<file path="config.mk">
export PLATFORM = sky130hd
export DESIGN_NAME = pma_top
export DESIGN_NICKNAME = d
export VERILOG_FILES = /design/src/pma_txn_pkg.sv /design/src/pma_cfg_pkg.sv /design/src/pma_top.sv /design/src/pma_access_gate.sv /design/src/pma_fifo.sv /design/src/pma_region_match.sv
export SDC_FILE = /design/constraint.sdc
export NUM_CORES = 1
export LEC_CHECK = 0
export BUFFER_PORTS_ARGS = -buffer_cell sky130_fd_sc_hd__buf_2
export CAP_MARGIN = 20
export CORE_MARGIN = 3
export CORE_UTILIZATION = 65
export CTS_BUF_LIST = sky130_fd_sc_hd__clkbuf_8
export DETAILED_ROUTE_END_ITERATION = 8
export GPL_TIMING_DRIVEN = 0
export PLACE_DENSITY = 0.86
export SETUP_SLACK_MARGIN = 0.1
export SLEW_MARGIN = 20
export SYNTH_ARGS = -nofsm -noshare
export SYNTH_HDL_FRONTEND = slang
export SYNTH_SLANG_ARGS = --single-unit
</file>
<file path="constraint.sdc">
create_clock -name clk -period 8.35 [get_ports clk]
set_input_delay 0.835 -clock clk [delete_from_list [all_inputs] [get_ports clk]]
set_output_delay 0.835 -clock clk [all_outputs]
set_load 0.005 [all_outputs]
</file>
<file path="src/pma_txn_pkg.sv">
/*
 * PMA transaction package
 * Access-kind encoding, field widths and the packed layout of the entry
 * that travels from the region matcher through the FIFO to the access gate.
 */

`default_nettype none

package pma_txn_pkg;

  localparam int ADDR_W = 32;

  // wide enough to index a full region table
  localparam int IDX_W = 4;

  typedef enum logic [1:0] {
    LOAD  = 2'd0,
    STORE = 2'd1,
    EXEC  = 2'd2
  } pma_kind_e;

  // request fields first, lookup results after them
  typedef struct packed {
    logic [ADDR_W-1:0] addr;
    pma_kind_e         kind;
    logic              misaligned;
    logic              dbg;
    logic              have_match;
    logic              multi_match;
    logic [IDX_W-1:0]  match_idx;
    logic              dmregion;
    logic              main;
    logic              bufferable;
    logic              cacheable;
    logic              integrity;
  } pma_entry_t;

  localparam int ENTRY_W = $bits(pma_entry_t);

endpackage

`default_nettype wire
</file>
<file path="src/pma_cfg_pkg.sv">
/*
 * PMA configuration package
 * Fixed region table, attributes for unmatched addresses and the
 * address range of the debug module.
 */

`default_nettype none

package pma_cfg_pkg;

  import pma_txn_pkg::*;

  localparam int PMA_MAX_REGIONS = 16;

  typedef struct packed {
    logic main;
    logic bufferable;
    logic cacheable;
    logic integrity;
  } pma_attr_t;

  // region hits when (addr & mask) == base
  typedef struct packed {
    logic [ADDR_W-1:0] base;
    logic [ADDR_W-1:0] mask;
    pma_attr_t         attr;
  } pma_region_t;

  localparam pma_attr_t PMA_DEFAULT_ATTR = '{main: 1'b0, bufferable: 1'b0,
                                             cacheable: 1'b0, integrity: 1'b0};

  // base has a bit outside the mask, so this entry can never hit
  localparam pma_region_t PMA_UNUSED_REGION = '{base: 32'h0000_0001, mask: 32'h0000_0000,
                                                attr: PMA_DEFAULT_ATTR};

  localparam pma_region_t PMA_REGIONS [PMA_MAX_REGIONS] = '{
    // 64 KiB boot memory
    0: '{base: 32'h0000_0000, mask: 32'hFFFF_0000, attr: '{1'b1, 1'b0, 1'b1, 1'b1}},
    // peripheral space, io
    1: '{base: 32'h2000_0000, mask: 32'hF000_0000, attr: '{1'b0, 1'b1, 1'b0, 1'b0}},
    // scratch window inside the peripheral space, loses to entry 1
    2: '{base: 32'h2000_0000, mask: 32'hFFFF_F000, attr: '{1'b1, 1'b0, 1'b0, 1'b0}},
    // external memory
    3: '{base: 32'h8000_0000, mask: 32'hF000_0000, attr: '{1'b1, 1'b1, 1'b0, 1'b0}},
    default: PMA_UNUSED_REGION
  };

  // debug module, 4 KiB
  localparam logic [ADDR_W-1:0] DM_BASE = 32'h1A11_0000;
  localparam logic [ADDR_W-1:0] DM_MASK = 32'hFFFF_F000;

endpackage

`default_nettype wire

</file>
<file path="src/pma_top.sv">
/*
 * PMA checking subsystem
 * Region matcher, decoupling FIFO and access gate in a three-stage
 * valid/ready pipeline from core request to checked result.
 */

`timescale 1ns/1ps
`default_nettype none

module pma_top #(
  parameter int PMA_NUM_REGIONS = 4,
  parameter int FIFO_DEPTH      = 4
) (
  input  wire logic                           clk,
  input  wire logic                           rst_i,

  input  wire logic                           req_valid_i,
  output logic                                req_ready_o,
  input  wire logic [pma_txn_pkg::ADDR_W-1:0] req_addr_i,
  input  wire pma_txn_pkg::pma_kind_e         req_kind_i,
  input  wire logic                           req_misaligned_i,
  input  wire logic                           req_dbg_i,

  output logic                                out_valid_o,
  input  wire logic                           out_ready_i,
  output logic [pma_txn_pkg::ADDR_W-1:0]      out_addr_o,
  output pma_txn_pkg::pma_kind_e              out_kind_o,
  output logic                                out_allow_o,
  output logic                                out_main_o,
  output logic                                out_bufferable_o,
  output logic                                out_cacheable_o,
  output logic                                out_integrity_o,
  output logic                                out_have_match_o,
  output logic                                out_multi_match_o,
  output logic [pma_txn_pkg::IDX_W-1:0]       out_match_idx_o
);

  import pma_txn_pkg::*;

  // matcher to FIFO
  logic               m_valid;
  logic               m_ready;
  logic [ENTRY_W-1:0] m_entry;

  // FIFO to gate
  logic               f_valid;
  logic               f_ready;
  logic [ENTRY_W-1:0] f_entry;

  pma_region_match #(
    .NUM_REGIONS (PMA_NUM_REGIONS)
  ) u_match (
    .clk              (clk),
    .rst_i            (rst_i),
    .req_valid_i      (req_valid_i),
    .req_ready_o      (req_ready_o),
    .req_addr_i       (req_addr_i),
    .req_kind_i       (req_kind_i),
    .req_misaligned_i (req_misaligned_i),
    .req_dbg_i        (req_dbg_i),
    .out_valid_o      (m_valid),
    .out_ready_i      (m_ready),
    .out_entry_o      (m_entry)
  );

  pma_fifo #(
    .WIDTH (ENTRY_W),
    .DEPTH (FIFO_DEPTH)
  ) u_fifo (
    .clk         (clk),
    .rst_i       (rst_i),
    .in_valid_i  (m_valid),
    .in_ready_o  (m_ready),
    .in_data_i   (m_entry),
    .out_valid_o (f_valid),
    .out_ready_i (f_ready),
    .out_data_o  (f_entry)
  );

  pma_access_gate u_gate (
    .clk               (clk),
    .rst_i             (rst_i),
    .in_valid_i        (f_valid),
    .in_ready_o        (f_ready),
    .in_entry_i        (f_entry),
    .out_valid_o       (out_valid_o),
    .out_ready_i       (out_ready_i),
    .out_addr_o        (out_addr_o),
    .out_kind_o        (out_kind_o),
    .out_allow_o       (out_allow_o),
    .out_main_o        (out_main_o),
    .out_bufferable_o  (out_bufferable_o),
    .out_cacheable_o   (out_cacheable_o),
    .out_integrity_o   (out_integrity_o),
    .out_have_match_o  (out_have_match_o),
    .out_multi_match_o (out_multi_match_o),
    .out_match_idx_o   (out_match_idx_o)
  );

endmodule

`default_nettype wire

</file>
<file path="src/pma_access_gate.sv">
/*
 * PMA access gate
 * Applies the allow rules to each looked-up entry and presents the
 * decision with the entry fields on a registered valid/ready port.
 */

`timescale 1ns/1ps
`default_nettype none

module pma_access_gate (
  input  wire logic                           clk,
  input  wire logic                           rst_i,

  input  wire logic                           in_valid_i,
  output logic                                in_ready_o,
  input  wire logic [pma_txn_pkg::ENTRY_W-1:0] in_entry_i,

  output logic                                out_valid_o,
  input  wire logic                           out_ready_i,
  output logic [pma_txn_pkg::ADDR_W-1:0]      out_addr_o,
  output pma_txn_pkg::pma_kind_e              out_kind_o,
  output logic                                out_allow_o,
  output logic                                out_main_o,
  output logic                                out_bufferable_o,
  output logic                                out_cacheable_o,
  output logic                                out_integrity_o,
  output logic                                out_have_match_o,
  output logic                                out_multi_match_o,
  output logic [pma_txn_pkg::IDX_W-1:0]       out_match_idx_o
);

  import pma_txn_pkg::*;

  pma_entry_t in_entry;
  logic       dbg_override;
  logic       allow;
  logic       main;

  assign in_entry = in_entry_i;

  // debug mode reaching the debug module bypasses the region attributes
  assign dbg_override = in_entry.dbg && in_entry.dmregion;

  always_comb begin
    main = in_entry.main;
    if (dbg_override) begin
      allow = 1'b1;
      main  = 1'b1;
    end else if (in_entry.kind == EXEC && !in_entry.main) begin
      allow = 1'b0;
    end else if (in_entry.misaligned && !in_entry.main) begin
      // io regions only take naturally aligned accesses
      allow = 1'b0;
    end else begin
      allow = 1'b1;
    end
  end

  assign in_ready_o = !out_valid_o || out_ready_i;

  always_ff @(posedge clk) begin
    if (rst_i) begin
      out_valid_o <= 1'b0;
    end else if (in_ready_o) begin
      out_valid_o <= in_valid_i;
    end
  end

  always_ff @(posedge clk) begin
    if (in_valid_i && in_ready_o) begin
      out_addr_o        <= in_entry.addr;
      out_kind_o        <= in_entry.kind;
      out_allow_o       <= allow;
      out_main_o        <= main;
      out_bufferable_o  <= in_entry.bufferable;
      out_cacheable_o   <= in_entry.cacheable;
      out_integrity_o   <= in_entry.integrity;
      out_have_match_o  <= in_entry.have_match;
      out_multi_match_o <= in_entry.multi_match;
      out_match_idx_o   <= in_entry.match_idx;
    end
  end

endmodule

`default_nettype wire

</file>
<file path="src/pma_fifo.sv">
/*
 * Synchronous valid/ready FIFO
 * Circular buffer with read and write pointers and an occupancy count.
 * A write and a read can happen in the same cycle, also when full.
 */

`timescale 1ns/1ps
`default_nettype none

module pma_fifo #(
  parameter int WIDTH = 8,
  parameter int DEPTH = 4
) (
  input  wire logic             clk,
  input  wire logic             rst_i,

  input  wire logic             in_valid_i,
  output logic                  in_ready_o,
  input  wire logic [WIDTH-1:0] in_data_i,

  output logic                  out_valid_o,
  input  wire logic             out_ready_i,
  output logic [WIDTH-1:0]      out_data_o
);

  localparam int PTR_W = (DEPTH > 1) ? $clog2(DEPTH) : 1;
  localparam int CNT_W = $clog2(DEPTH + 1);

  logic [WIDTH-1:0] mem [DEPTH];
  logic [PTR_W-1:0] wr_ptr;
  logic [PTR_W-1:0] rd_ptr;
  logic [CNT_W-1:0] count;
  logic             full;
  logic             wr_en;
  logic             rd_en;

  assign full        = count == CNT_W'(DEPTH);
  assign out_valid_o = count != '0;
  // a read in the same cycle frees the slot for the write
  assign in_ready_o  = !full || out_ready_i;
  assign out_data_o  = mem[rd_ptr];

  assign wr_en = in_valid_i && in_ready_o;
  assign rd_en = out_valid_o && out_ready_i;

  always_ff @(posedge clk) begin
    if (rst_i) begin
      wr_ptr <= '0;
      rd_ptr <= '0;
      count  <= '0;
    end else begin
      if (wr_en) begin
        wr_ptr <= (wr_ptr == PTR_W'(DEPTH - 1)) ? '0 : wr_ptr + 1'b1;
      end
      if (rd_en) begin
        rd_ptr <= (rd_ptr == PTR_W'(DEPTH - 1)) ? '0 : rd_ptr + 1'b1;
      end
      if (wr_en && !rd_en) begin
        count <= count + 1'b1;
      end else if (rd_en && !wr_en) begin
        count <= count - 1'b1;
      end
    end
  end

  always_ff @(posedge clk) begin
    if (wr_en) begin
      mem[wr_ptr] <= in_data_i;
    end
  end

endmodule

`default_nettype wire

</file>
<file path="src/pma_region_match.sv">
/*
 * PMA region matcher
 * Compares each request address against the first NUM_REGIONS entries of
 * the region table, picks the lowest matching index and registers the
 * request together with the region attributes in a one-entry output stage.
 */

`timescale 1ns/1ps
`default_nettype none

module pma_region_match #(
  parameter int NUM_REGIONS = 4
) (
  input  wire logic                             clk,
  input  wire logic                             rst_i,

  input  wire logic                             req_valid_i,
  output logic                                  req_ready_o,
  input  wire logic [pma_txn_pkg::ADDR_W-1:0]   req_addr_i,
  input  wire pma_txn_pkg::pma_kind_e           req_kind_i,
  input  wire logic                             req_misaligned_i,
  input  wire logic                             req_dbg_i,

  output logic                                  out_valid_o,
  input  wire logic                             out_ready_i,
  output logic [pma_txn_pkg::ENTRY_W-1:0]       out_entry_o
);

  import pma_txn_pkg::*;
  import pma_cfg_pkg::*;

  if (NUM_REGIONS < 0 || NUM_REGIONS > PMA_MAX_REGIONS) begin : g_bad_num_regions
    $error("pma_region_match: NUM_REGIONS must be in 0..%0d", PMA_MAX_REGIONS);
  end

  logic [PMA_MAX_REGIONS-1:0] hit;
  logic [IDX_W-1:0]           win_idx;
  pma_attr_t                  win_attr;
  pma_entry_t                 next_entry;
  pma_entry_t                 stage_entry;
  logic                       stage_valid;

  // parallel compare, entries above NUM_REGIONS stay out of the lookup
  always_comb begin
    hit = '0;
    for (int i = 0; i < PMA_MAX_REGIONS; i++) begin
      if (i < NUM_REGIONS) begin
        hit[i] = (req_addr_i & PMA_REGIONS[i].mask) == PMA_REGIONS[i].base;
      end
    end
  end

  // walk downwards so the lowest index is the last one written
  always_comb begin
    win_idx  = '0;
    win_attr = PMA_DEFAULT_ATTR;
    for (int i = PMA_MAX_REGIONS - 1; i >= 0; i--) begin
      if (hit[i]) begin
        win_idx  = IDX_W'(i);
        win_attr = PMA_REGIONS[i].attr;
      end
    end
  end

  always_comb begin
    next_entry.addr        = req_addr_i;
    next_entry.kind        = req_kind_i;
    next_entry.misaligned  = req_misaligned_i;
    next_entry.dbg         = req_dbg_i;
    next_entry.have_match  = |hit;
    next_entry.multi_match = $countones(hit) > 1;
    next_entry.match_idx   = win_idx;
    next_entry.dmregion    = (req_addr_i & DM_MASK) == DM_BASE;
    next_entry.main        = win_attr.main;
    // instruction fetches are never bufferable
    next_entry.bufferable  = win_attr.bufferable && (req_kind_i != EXEC);
    next_entry.cacheable   = win_attr.cacheable;
    next_entry.integrity   = win_attr.integrity;
  end

  // stage takes a new request when empty or being drained this cycle
  assign req_ready_o = !stage_valid || out_ready_i;

  always_ff @(posedge clk) begin
    if (rst_i) begin
      stage_valid <= 1'b0;
    end else if (req_ready_o) begin
      stage_valid <= req_valid_i;
    end
  end

  always_ff @(posedge clk) begin
    if (req_valid_i && req_ready_o) begin
      stage_entry <= next_entry;
    end
  end

  assign out_valid_o = stage_valid;
  assign out_entry_o = stage_entry;

endmodule

`default_nettype wire

</file>
-- Word level (Yosys, flattened, before mapping)
Memory sizes are Yosys's and may differ from the RTL's. A register that Yosys moved wholly into a read port is not among the register bits.
Cells that the tools add are included.
- register bits after elaboration: 101
- RAM bits: 188
- input bits: 40
- memories: 1
- add/sub/neg operators: 7
- $lt $le $gt $ge: 1
- eq/ne operators: 9
- mux-type cells: 17
- reductions and logical operators: 24
- memory list (name ; words ; bits a word ; rd ports ; clocked after memory_dff ; wr ports ; line ; RTL):
    u_fifo.mem ; 4 ; 47 ; 1 ; 1 ; 1 ; pma_fifo.sv:29 ; logic [WIDTH-1:0] mem [DEPTH];
- operator list (kind ; number):
    adder 32 bit ; 1
    greater-than comparator 32 x 2 -> 1 bit (second input constant) ; 1
    logical NOT 32 bit ; 1
    equality test 20 x 17 -> 1 bit (second input constant) ; 1
    equality test 20 x 18 -> 1 bit (second input constant) ; 1
    2-to-1 mux 2 bit ; 6
    2-to-1 mux 4 bit ; 3
    logical AND 1 bit ; 9
    2-to-1 mux 3 bit ; 3
    equality test 2 bit (second input constant) ; 3
    logical NOT 1 bit ; 6
    2-to-1 mux 1 bit ; 5
    adder 1 x 1 -> 2 bit ; 2
    adder 2 x 1 -> 2 bit (second input constant) ; 2
    equality test 4 x 2 -> 1 bit (second input constant) ; 1
    equality test 4 bit (second input constant) ; 1
    OR reduction 4 bit ; 1
    adder 3 x 1 -> 3 bit (second input constant) ; 1
    equality test 3 bit (second input constant) ; 1
    logical OR 1 bit ; 3
    nonzero test 3 bit ; 1
    OR reduction 3 bit ; 1
    subtractor 3 x 1 -> 3 bit (second input constant) ; 1
    inequality test 2 bit (second input constant) ; 1
    2 further kinds ; 2

-- Logic depth before layout (Yosys ltp)
Gate-level depths: netlist of the first run.
- word-level depth: 8
- mapped depth: 9
- gate-level depth less buffers: 9

-- Cells and area by module
From an unflattened synthesis of the first run, not the netlist that was laid out.
- cell total of the unflattened synthesis: 429
- area total of the unflattened synthesis: 10296.1 µm²
- modules (own cells, without submodules) (module ; times used ; cells an instance ; area an instance (µm²) ; sequential area each (µm²)):
    pma_fifo ; 1 ; 293 ; 7248.2 ; 5825.6
    pma_region_match ; 1 ; 83 ; 1626.6 ; 1341.3
    pma_access_gate ; 1 ; 53 ; 1421.4 ; 1371.3

-- Worst setup path after synthesis of the first run
Ideal clock, no wire load.
- path type: input to register
- start: in out_ready_i
- end: reg u_fifo.count[2]
- arrival time: 3.988 ns
- data required time: 8.280 ns
- slack: 4.291 ns
- stages on the path: 9
- buffers on the path: 0
- cell sequence: nor2b_1 -> nor2_1 -> inv_1 -> ha_1 -> inv_1 -> fa_1 -> xor2_1 -> or3_1 -> a21oi_1
- elaborated cells between the ends (all ways): 10
- RTL lines (item ; line ; RTL):
    start, declared ; pma_top.sv:25 ; input wire logic out_ready_i,
    logical OR 1 bit * ; pma_access_gate.sv:59 ; assign in_ready_o = !out_valid_o || out_ready_i;
    logical AND 1 bit * ; pma_fifo.sv:44 ; assign rd_en = out_valid_o && out_ready_i;
    net u_fifo.rd_en ; pma_fifo.sv:35 ; logic rd_en;
    logical NOT 1 bit ; pma_fifo.sv:58 ; if (wr_en && !rd_en) begin
    logical AND 1 bit ; pma_fifo.sv:58 ;
    2-to-1 mux 3 bit or nonzero test 2 bit (tied branches) ; -- ;
    end signal, assigned ; pma_fifo.sv:59 ; count <= count + 1'b1;
    end signal, assigned ; pma_fifo.sv:61 ; count <= count - 1'b1;
    end, declared ; pma_fifo.sv:32 ; logic [CNT_W-1:0] count;
The timed path passes the listed nets; every way through them passes the cells marked *.
A chain may end at the register's enable or synchronous reset.

==> results of run 1 <==
-- layout by cell type, fill, tap and decap left out, types with 3 or more instances in the layout --
cell type,n
edfxtp_1,262
dfxtp_1,11
ha_1,11
clkbuf_1,4
inv_1,26
nor2_1,11
o21ai_0,3
nor4_1,4
a21oi_1,7
nor2b_1,4
buf_2,88
clkinv_1,13
and2_4,5
clkbuf_8,45
nand4_1,3
buf_4,3
mux4_2,41
nand2_1,3
mux2i_1,4
-- kinds of logic after synthesis --
logic type	after synthesis
XOR/XNOR	2
adder cells (fa/ha/maj)	13
flip-flops	273
AO/OA/AOI/OAI	14
multiplexers	46
other	1
buffers and inverters	26
AND/OR/NAND/NOR	42
-- worst max-delay path: cells and delay by family --
family | cells | cell delay (ns)
fa+ha+maj | 2 | 0.80
buf+inv | 2 | 0.25
simple gates | 5 | 1.42
-- worst min-delay path by stage --
stage | startpoint | cells past startpoint | slack (ns) | to
final | u_match.out_entry_o[41] | 0 | 0.49 | u_fifo.mem[3][39]
after floorplan | u_match.out_entry_o[12] | 0 | 0.46 | u_fifo.mem[0][10]
after global placement | u_match.out_entry_o[41] | 0 | 0.46 | u_fifo.mem[2][39]
after CTS | req_dbg_i | 1 | 0.48 | u_match.out_entry_o[11]
after global routing | req_dbg_i | 1 | 0.48 | u_match.out_entry_o[11]
after detailed placement | u_match.out_entry_o[13] | 0 | 0.48 | u_fifo.mem[2][11]
-- layer usage --
layer | routed length, µm | GRT usage (%)
met2 | 8690 | 34.0
met4 | 483 | 8.99
met3 | 961 | 3.94
met5 | 0 | 0
met1 | 6440 | 27.9
-- cell type report --
type / instances / area (µm²) / area share (%)
Clock buffer: 45 / 619 / 5.54
Sequential cell: 273 / 8090 / 72.4
Multi-Input combinational cell: 119 / 1540 / 13.8
Timing Repair Buffer: 84 / 435 / 3.90
Clock inverter: 30 / 121 / 1.09
Inverter: 12 / 45.0 / 0.403
Tap cell: 184 / 230 / 2.06
Buffer: 14 / 85.1 / 0.762
Antenna cell: 2 / 5.00 / 0.0448
-- flip-flops by register name, summed over array words and instances (netlist names), 2 cells and up, named ones only --
register,flops
u_gate.out_match_idx_o,2
u_fifo.wr_ptr,2
u_fifo.rd_ptr,2
u_fifo.mem,176
u_gate.out_addr_o,32
u_match.out_entry_o,44
u_gate.out_kind_o,2
u_fifo.count,3
-- power by group --
group          total [mW]  switching [mW]  internal, mW  leakage (nW)
clock network       0.956           0.462         0.495         0.423
logic               0.608           0.319         0.289         0.950
registers            1.78          0.0558          1.73          2.53
total                3.35           0.836          2.51          3.90
==> results by group, run 1 <==
STA
  – Fin Setup TNS: 0 ns
  – Slew Viols, Final: 0
  – Unrepaired setup endpoints after global routing: no
  – Setup Viol. Count Final: 0
  – WHS: slightly below 0.5 ns
  – Setup Skew: about 0.012 ns
  – Final Cycle Share: a little over a third
  – Fin crit period: between 3 and 4 ns
  – Fmax: 0.328 GHz
  – Slew @ Worst Pin: roughly 0.73 ns
  – Final hold violations: 0
  – Relative slew slack: about half
  – Setup slack after layout: around 5.3 ns

Final layout
  – Layout area overhead: 14.7%
  – Cell Count, Final, Fillers Out: about 760
  – Final instance area: ~11000 µm²
  – Finished Core Util: about three quarters
  – Layout cells sized above 1: 33.4%
  – FILL cells: 723
  – Final #Nets: about 600

Worst setup path
  – CP startpoint kind: input port
  – Worst r2r path cells: 9
  – R2R Setup Slk: about 5.8 ns
  – CP max FO: 2
  – CP required: 8.61 ns
  – Launch point of the worst reg-to-reg path: u_fifo.count[0]
  – Crit path DAT: ~3.3 ns
  – Worst setup EP type: register
  – RR Endpoint: u_fifo.count[2]
  – Crit path cell chain: buf_2, nor4_1, nand3_1, inv_1, nand3_1, ha_1, and2_1, fa_1, or2_2
  – Critical path start-end classification: in -> reg
  – Crit. Startpoint: req_addr_i[23]
  – Crit path to: u_match.out_entry_o[9]
  – Crit path max-delay cell type: nor4_1
  – CP peak stage delay: ~0.6 ns
  – Most common cell on crit path: nand3_1

Global route
  – Initial antenna violation count: 2
  – Grt ovf: 0
  – Global-route wire length before repair: 25.5 mm
  – Vias in the first global route: approximately 4700
  – Largest net degree at the start of global routing: 45
  – GRT Util Overall: roughly a fifth

Floorplanning
  – Boundary pin count: 87
  – Initial Utilization: 66.7%
  – Die H: 128 µm
  – Core ar.: 14600 µm²
  – Die area: 16500 µm²
  – FP Rows: 44
  – Die W: ~130 µm

Yosys
  – Post-synth top area cell: edfxtp_1
  – Synth Area in Simple Gates: under 10%
  – Mapped Cells: around 420
  – Sequential area share after synthesis: 83.1%
  – Top cells by area, synth: edfxtp_1 81%, mux4_2 9.5%, dfxtp_1 2.3%, ha_1 1.4%, inv_1 0.46%
  – Mux cell area share after synthesis: 10.2%
  – Most common cell in the netlist: edfxtp_1
  – Top post-synthesis cells by count: 262 x edfxtp_1, 41 x mux4_2, 12 x inv_1, 12 x nor2_1
  – Synth cell types: 34
  – Synth Register Bits: around 270
  – Synth Area in Compound Gates: 0.848%
  – Area share of the largest cell type after synthesis: roughly 80%
  – Largest family of logic cells by synthesized area: multiplexers
  – Syn Std Cell Area: about 10000 µm²
  – Number of enable flip-flop cells after synthesis: 262
  – Mapped Avg Cell Area: 23.3 µm²
  – Adder-cell area share of the yosys netlist: under 10%
  – Synth Warn #: 0
  – Post-Synth XOR/XNOR Area: less than 1%
  – Prevailing post-synth register cell: edfxtp_1
  – Proportion of synthesized flip-flops having asynchronous set or reset: 0%

Power
  – Leak: slightly below 4 nW
  – Overall Power: 3.35 mW
  – Max VDD drop: roughly 0.21 mV
  – Power per cell area: around 300 nW/µm²

Clocking
  – # H-tree levels: 2
  – CTS tree: built
  – Clock sink total: 273
  – Post-CTS Setup Repair Bufs: 0
  – # resized after CTS: 0
  – Worst skew pair latency: between 0.5 and 0.6 ns
  – Inserted Clock Buffers: between 40 and 50
  – Hold Buf Count CTS: 0
  – Clk root buf: clkbuf_8
  – Maximum root-to-sink buffer count: 3
  – Clock Pin Slew Worst Setup and Hold Paths: around 0.06 ns

Run
  – Maxcap violations: 0

Detailed routing
  – DRT antenna net count: 0
  – Drt drc: 0
  – Drt pass-1 iters: 5
  – Drt wl/cell: approximately 22 µm
  – DR iter-0 viols: 334
  – Via density per instance: ~5.8
  – Final WL: 16.6 mm
  – Vias: around 4400

Place
  – Detailed Place HPWL: between 9 and 10 mm
  – Placed cells: approximately 690
  – Port bufs: 83
  – Pre-CTS setup slack: just under 5 ns
  – Dpl cell area: between 10000 and 15000 µm²
  – Routability-driven placement congestion ratio: about 0.77

Hold path
  – HP Class: reg -> reg

Status
  – Status: finished, final reports clean
Power figures use the tool's default switching activity.
==> inputs of run 2 (changes only) <==
ABC_AREA = 1   (was unset)
CORE_UTILIZATION = 55   (was 65)
PLACE_DENSITY = 0.77   (was 0.86)
clock period = 2.7 ns   (was 8.35 ns; I/O delays follow)
==> results by group, run 2 <==
Clocking
  – Maximum root-to-sink buffer count: 3
  – Worst skew pair latency: approximately 0.52 ns
  – # H-tree levels: 2
  – Clock Pin Slew Worst Setup and Hold Paths: around 0.060 ns
  – CTS tree: built
  – Clock sink total: ~270
  – Inserted Clock Buffers: 41
  – Clk root buf: clkbuf_8
  – Post-CTS Setup Repair Bufs: 0

Floorplanning
  – Initial Utilization: around 57%
  – Boundary pin count: 87
  – Die area: slightly below 20000 µm²
  – Die H: around 140 µm
  – FP Rows: 48
  – Die W: 141 µm
  – Core ar.: ~18000 µm²

Place
  – Port bufs: 84
  – Dpl cell area: 11000 µm²
  – Detailed Place HPWL: between 10 and 15 mm
  – Routability-driven placement congestion ratio: 0.738
  – Placed cells: just under 1000
  – Pre-CTS setup slack: a little under 0.09 ns

Yosys
  – Synth Warn #: 0
  – Prevailing post-synth register cell: edfxtp_1
  – Number of enable flip-flop cells after synthesis: around 260
  – Mapped Cells: about 660
  – Area share of the largest cell type after synthesis: 78.5%
  – Top cells by area, synth: edfxtp_1 79%, nor2_1 4.4%, o21ai_0 3.0%, o22ai_1 2.4%, dfxtp_1 2.2%
  – Top post-synthesis cells by count: 262 x edfxtp_1, 117 x nor2_1, 61 x o21ai_0, 46 x nand2_1, 38 x o22ai_1
  – Proportion of synthesized flip-flops having asynchronous set or reset: 0%
  – Sequential area share after synthesis: between 80 and 90%
  – Most common cell in the netlist: edfxtp_1
  – Synth cell types: 26
  – Post-synth top area cell: edfxtp_1
  – Synth Register Bits: between 200 and 300
  – Syn Std Cell Area: 10000 µm²
  – Mapped Avg Cell Area: between 15 and 20 µm²

Worst setup path
  – CP startpoint kind: input port
  – Crit path cell chain: dlygate4sd3_1, buf_2, nor2_1, and2_1, nand4_1, ha_1, nand2_1, inv_1, fa_1, or2_2
  – Critical path start-end classification: in -> reg
  – Crit path DAT: ~2.8 ns
  – Worst r2r path cells: 13
  – Launch point of the worst reg-to-reg path: u_fifo.count[0]
  – Delay-heaviest family, CP: simple AND/OR/NAND/NOR gates
  – CP required: 2.95 ns
  – RR Endpoint: u_fifo.count[2]
  – Levels on crit path: 10
  – WP buf/inv: 3
  – Crit path max-delay cell type: dlygate4sd3_1
  – CP peak stage delay: ~0.55 ns
  – Worst setup EP type: register
  – CP max FO: 3
  – R2R Setup Slk: about 0.44 ns

Detailed routing
  – Via density per instance: roughly 5.5
  – DR iter-0 viols: 560
  – DRT antenna net count: 0
  – Vias: around 5900
  – Final WL: between 20 and 25 mm
  – Drt wl/cell: between 15 and 20 µm
  – Drt pass-1 iters: 5
  – Drt drc: 0

Final layout
  – Layout cells sized above 1: 20.4%
  – # diodes: 0
  – Layout area overhead: 20.3%
  – Max reg flops: 176
  – Final #Nets: a little under 900
  – Final instance area: approximately 12000 µm²
  – Biggest register: u_fifo.mem
  – Cell Count, Final, Fillers Out: roughly 1100
  – Most frequent cells in the layout: 262 x edfxtp_1, 110 x nor2_1, 86 x buf_2
  – Commonest non-fill, non-tap cell in the layout: edfxtp_1

Power
  – Power per cell area: 934 nW/µm²
  – Max VDD drop: 1.14 mV
  – Leak: 4.47 nW
  – Overall Power: about 11 mW

STA
  – Relative slew slack: 47.2%
  – Unrepaired setup endpoints after global routing: no
  – Fmax: ~0.40 GHz
  – Final hold violations: 0
  – Slew Viols, Final: 0
  – Setup slack after layout: 0.176 ns
  – Final Cycle Share: about 93%
  – Setup Viol. Count Final: 0
  – Slew @ Worst Pin: between 0.7 and 0.8 ns
  – Setup Skew: roughly 0.02 ns
  – Fin crit period: 2.52 ns

Hold path
  – HP Class: in -> reg
  – WHS Endpoint: u_match.out_entry_o[35]
  – Worst hold stages: 1
  – Hold wc startpoint: req_addr_i[20]

Global route
  – Initial antenna violation count: 0
  – Global-route wire length before repair: roughly 32 mm
  – Vias in the first global route: roughly 6200
  – Largest net degree at the start of global routing: 31
  – Grt ovf: 0
  – GRT Util Overall: 21.2%

Run
  – Maxcap violations: 0

Status
  – Status: finished, final reports clean
[run 2: changes by cell type after synthesis, sizes merged, moves of 25 or more]
cell   before  now
inv        12   37
o21ai       4   83
o22ai       0   38
nand2       3   49
mux4       42    0
nor2       12  119
[run 2: final cells by class]
type | instances | area [µm²]
plain buffers | 29 | 194
clock buffers | 41 | 564
clock inverters | 25 | 154
fillers | 1147 | 5490
inverters | 37 | 141
multi-input cells | 326 | 1640
flip-flops and latches | 273 | 8090
well taps | 225 | 282
repair buffers | 128 | 988
[run 2: per-stage QoR]
stage	setup TNS, ns	hold WS [ns]	util (%)
after global routing	0	0.00646	68.7
final	0	0.0329	68.7
after detailed placement	0	0.444	62.6
after global placement	-294.30	0.439	61.2
after floorplan	-54.83	0.339	-
after CTS	0	0.00364	68.7
[run 2: report_power, final]
group	total, mW	switching [mW]	leakage, nW	internal (mW)
clock network	3.01	1.42	0.399	1.59
logic	2.65	1.70	1.53	0.949
registers	5.59	0.188	2.54	5.41
total	11.3	3.31	4.47	7.95
[run 2: layer usage]
| layer | global-route usage, % | up-vias | routed length, µm |
|---|---|---|---|
| met5 | 0 | - | 0 |
| met4 | 7.80 | 0 | 463 |
| li1 | - | 2760 | - |
| met2 | 37.0 | 267 | 10700 |
| met3 | 4.41 | 41 | 1560 |
| met1 | 26.3 | 2873 | 7940 |
[run 2: cells by family after synthesis]
family | share of synthesized area (%)
other cells | 0.0374
flops | 80.7
simple gates | 7.47
buf+inv | 3.35
fa+ha+maj | 1.77
compound gates | 6.67
[run 2: worst max path at each step]
| stage | start | end | slack, ns |
|---|---|---|---|
| finish | req_addr_i[13] | u_match.out_entry_o[9] | 0.18 |
| global placement | u_fifo.count[0] | u_fifo.mem[3][13] | -1.72 |
| global route | u_fifo.count[0] | u_fifo.count[2] | 0.14 |
| floorplan | u_fifo.count[0] | u_fifo.mem[0][10] | -0.31 |
| CTS | req_addr_i[23] | u_match.out_entry_o[9] | 0.13 |
| detailed placement | req_addr_i[23] | u_match.out_entry_o[9] | 0.09 |
[run 2: repair_timing]
action | in CTS | in global routing
hold buffers | 35 | 0
gates resized for setup | 0 | 3
hold endpoints to repair | 35 | 0
setup endpoints to repair | 0 | 1
==> inputs of run 3 (changes only) <==
PLACE_DENSITY = 0.79   (was 0.77)
==> results by group, run 3 (synthesized netlist as in run 2, its figures left out) <==
Worst setup path
  – CP max FO: 3
  – RR Endpoint: u_fifo.count[1]
  – CP startpoint kind: input port
  – Worst r2r path cells: 10
  – R2R Setup Slk: around 0.42 ns
  – Most common cell on crit path: inv_1
  – Critical path start-end classification: in -> reg
  – Launch point of the worst reg-to-reg path: u_gate.out_valid_o
  – Crit path max-delay cell type: dlygate4sd3_1
  – Crit path cell chain: dlygate4sd3_1, buf_2, nor2_1, nand3_1, inv_1, nand4_1, ha_1, nand2_1, inv_1, fa_1, or2_2
  – CP required: 2.97 ns
  – Crit path DAT: 2.72 ns
  – Worst setup EP type: register
  – CP peak stage delay: between 0.5 and 0.6 ns

STA
  – Fin crit period: 2.45 ns
  – Setup slack after layout: 0.247 ns
  – Final Cycle Share: about nine tenths
  – Unrepaired setup endpoints after global routing: no
  – Slew Viols, Final: 0
  – Slew @ Worst Pin: 0.594 ns
  – Fmax: 0.408 GHz
  – Relative slew slack: approximately three fifths
  – Setup Viol. Count Final: 0
  – Setup Skew: approximately 0.017 ns
  – Final hold violations: 0

Global route
  – Global-route wire length before repair: 32.9 mm
  – Initial antenna violation count: 0
  – Grt ovf: 0
  – Vias in the first global route: between 6000 and 7000
  – GRT Util Overall: between 20% and 30%
  – Largest net degree at the start of global routing: 31

Power
  – Leak: 4.53 nW
  – Power per cell area: around 940 nW/µm²
  – Max VDD drop: 0.894 mV

Detailed routing
  – DR iter-0 viols: between 600 and 700
  – Via density per instance: around 5.6
  – Drt wl/cell: around 19 µm
  – DRT antenna net count: 0
  – Final WL: 21.0 mm
  – Vias: slightly above 6000
  – Drt pass-1 iters: 7
  – Drt drc: 0

Clocking
  – Maximum root-to-sink buffer count: 3
  – # H-tree levels: 2
  – Clock sink total: about 270
  – Worst skew pair latency: between 0.5 and 0.6 ns
  – CTS tree: built
  – Inserted Clock Buffers: roughly 40
  – Clk root buf: clkbuf_8
  – Clock Pin Slew Worst Setup and Hold Paths: 0.06 ns

Final layout
  – Commonest non-fill, non-tap cell in the layout: edfxtp_1
  – Finished Core Util: 69.2%
  – Final #Nets: 890
  – Layout area overhead: 21.1%
  – Most frequent cells in the layout: 262 x edfxtp_1, 111 x nor2_1, 86 x buf_2
  – Biggest register: u_fifo.mem
  – # diodes: 0
  – Max reg flops: approximately 180
  – Layout cells sized above 1: a little over 20%
  – Cell Count, Final, Fillers Out: 1091

Status
  – Status: finished, final reports clean

Place
  – Port bufs: 84
  – Detailed Place HPWL: approximately 13 mm
  – Placed cells: slightly below 1000
  – Routability-driven placement congestion ratio: about 0.76
  – Pre-CTS setup slack: around 0.13 ns

Floorplanning
  – Die H: 141 µm
  – Die area: around 20000 µm²
  – Core ar.: approximately 18000 µm²
  – FP Rows: 48
  – Boundary pin count: a little under 90
  – Die W: between 100 and 150 µm
  – Initial Utilization: 57.1%

Run
  – Maxcap violations: 0

Hold path
  – HP Class: in -> reg
  – WHS Endpoint: u_match.out_valid_o
  – Hold wc startpoint: req_valid_i
  – Worst hold stages: 3
[run 3: final cells by class]
cell class,count,area [µm²]
Buffer,29,194
Clock buffer,46,633
Clock inverter,26,135
Fill cell,1145,5400
Inverter,37,141
Multi-Input combinational cell,326,1640
Sequential cell,273,8090
Tap cell,225,282
Timing Repair Buffer,129,1020
[run 3: what timing repair did]
action / 4_1_cts / 5_1_grt
setup buffers: 0 / 0
hold endpoints to repair: 35 / 0
hold buffers: 35 / 0
endpoints found under the setup margin: 0 / 1
resized for setup: 0 / 3
[run 3: worst max-delay path by stage]
stage	from	end	slack, ns	depth (start not counted)
after floorplan	u_fifo.count[0]	u_fifo.mem[0][10]	-0.31	4
after global placement	u_fifo.count[0]	u_fifo.mem[0][15]	-1.68	4
after detailed placement	req_addr_i[23]	u_match.out_entry_o[9]	0.13	10
after CTS	req_addr_i[23]	u_match.out_entry_o[9]	0.11	11
after global routing	req_addr_i[30]	u_match.out_entry_o[9]	0.11	11
final	req_addr_i[30]	u_match.out_entry_o[9]	0.25	11
[run 3: per-layer routing]
metal / up-vias / part of all wire, % / track usage [%]
li1: 2766 / - / -
met1: 2975 / 38 / 26.9
met2: 294 / 52 / 36.7
met3: 48 / 7.9 / 4.78
met4: 0 / 2.7 / 8.36
met5: - / 0 / 0
[run 3: critical path, delay by kind of cell]
kind,cells,cell delay (ns)
buf+inv,4,0.85
simple gates,5,0.85
fa+ha+maj,2,0.75
[run 3: power by group]
part | switching, mW | total (mW) | internal (mW)
Sequential | 0.200 | 5.61 | 5.41
Combinational | 1.71 | 2.66 | 0.950
Clock | 1.47 | 3.12 | 1.65
Total | 3.38 | 11.4 | 8.01
[run 3: stage by stage]
stage	instance area, µm²	hold WS (ns)	TNS, ns	power (mW)
after floorplan	10000	0.339	-54.83	7.15
after global placement	10700	0.438	-290.22	8.09
after detailed placement	11000	0.446	0	8.29
after CTS	12100	0.0103	0	11.4
after global routing	12100	0.0167	0	11.9
final	12100	0.0307	0	11.4
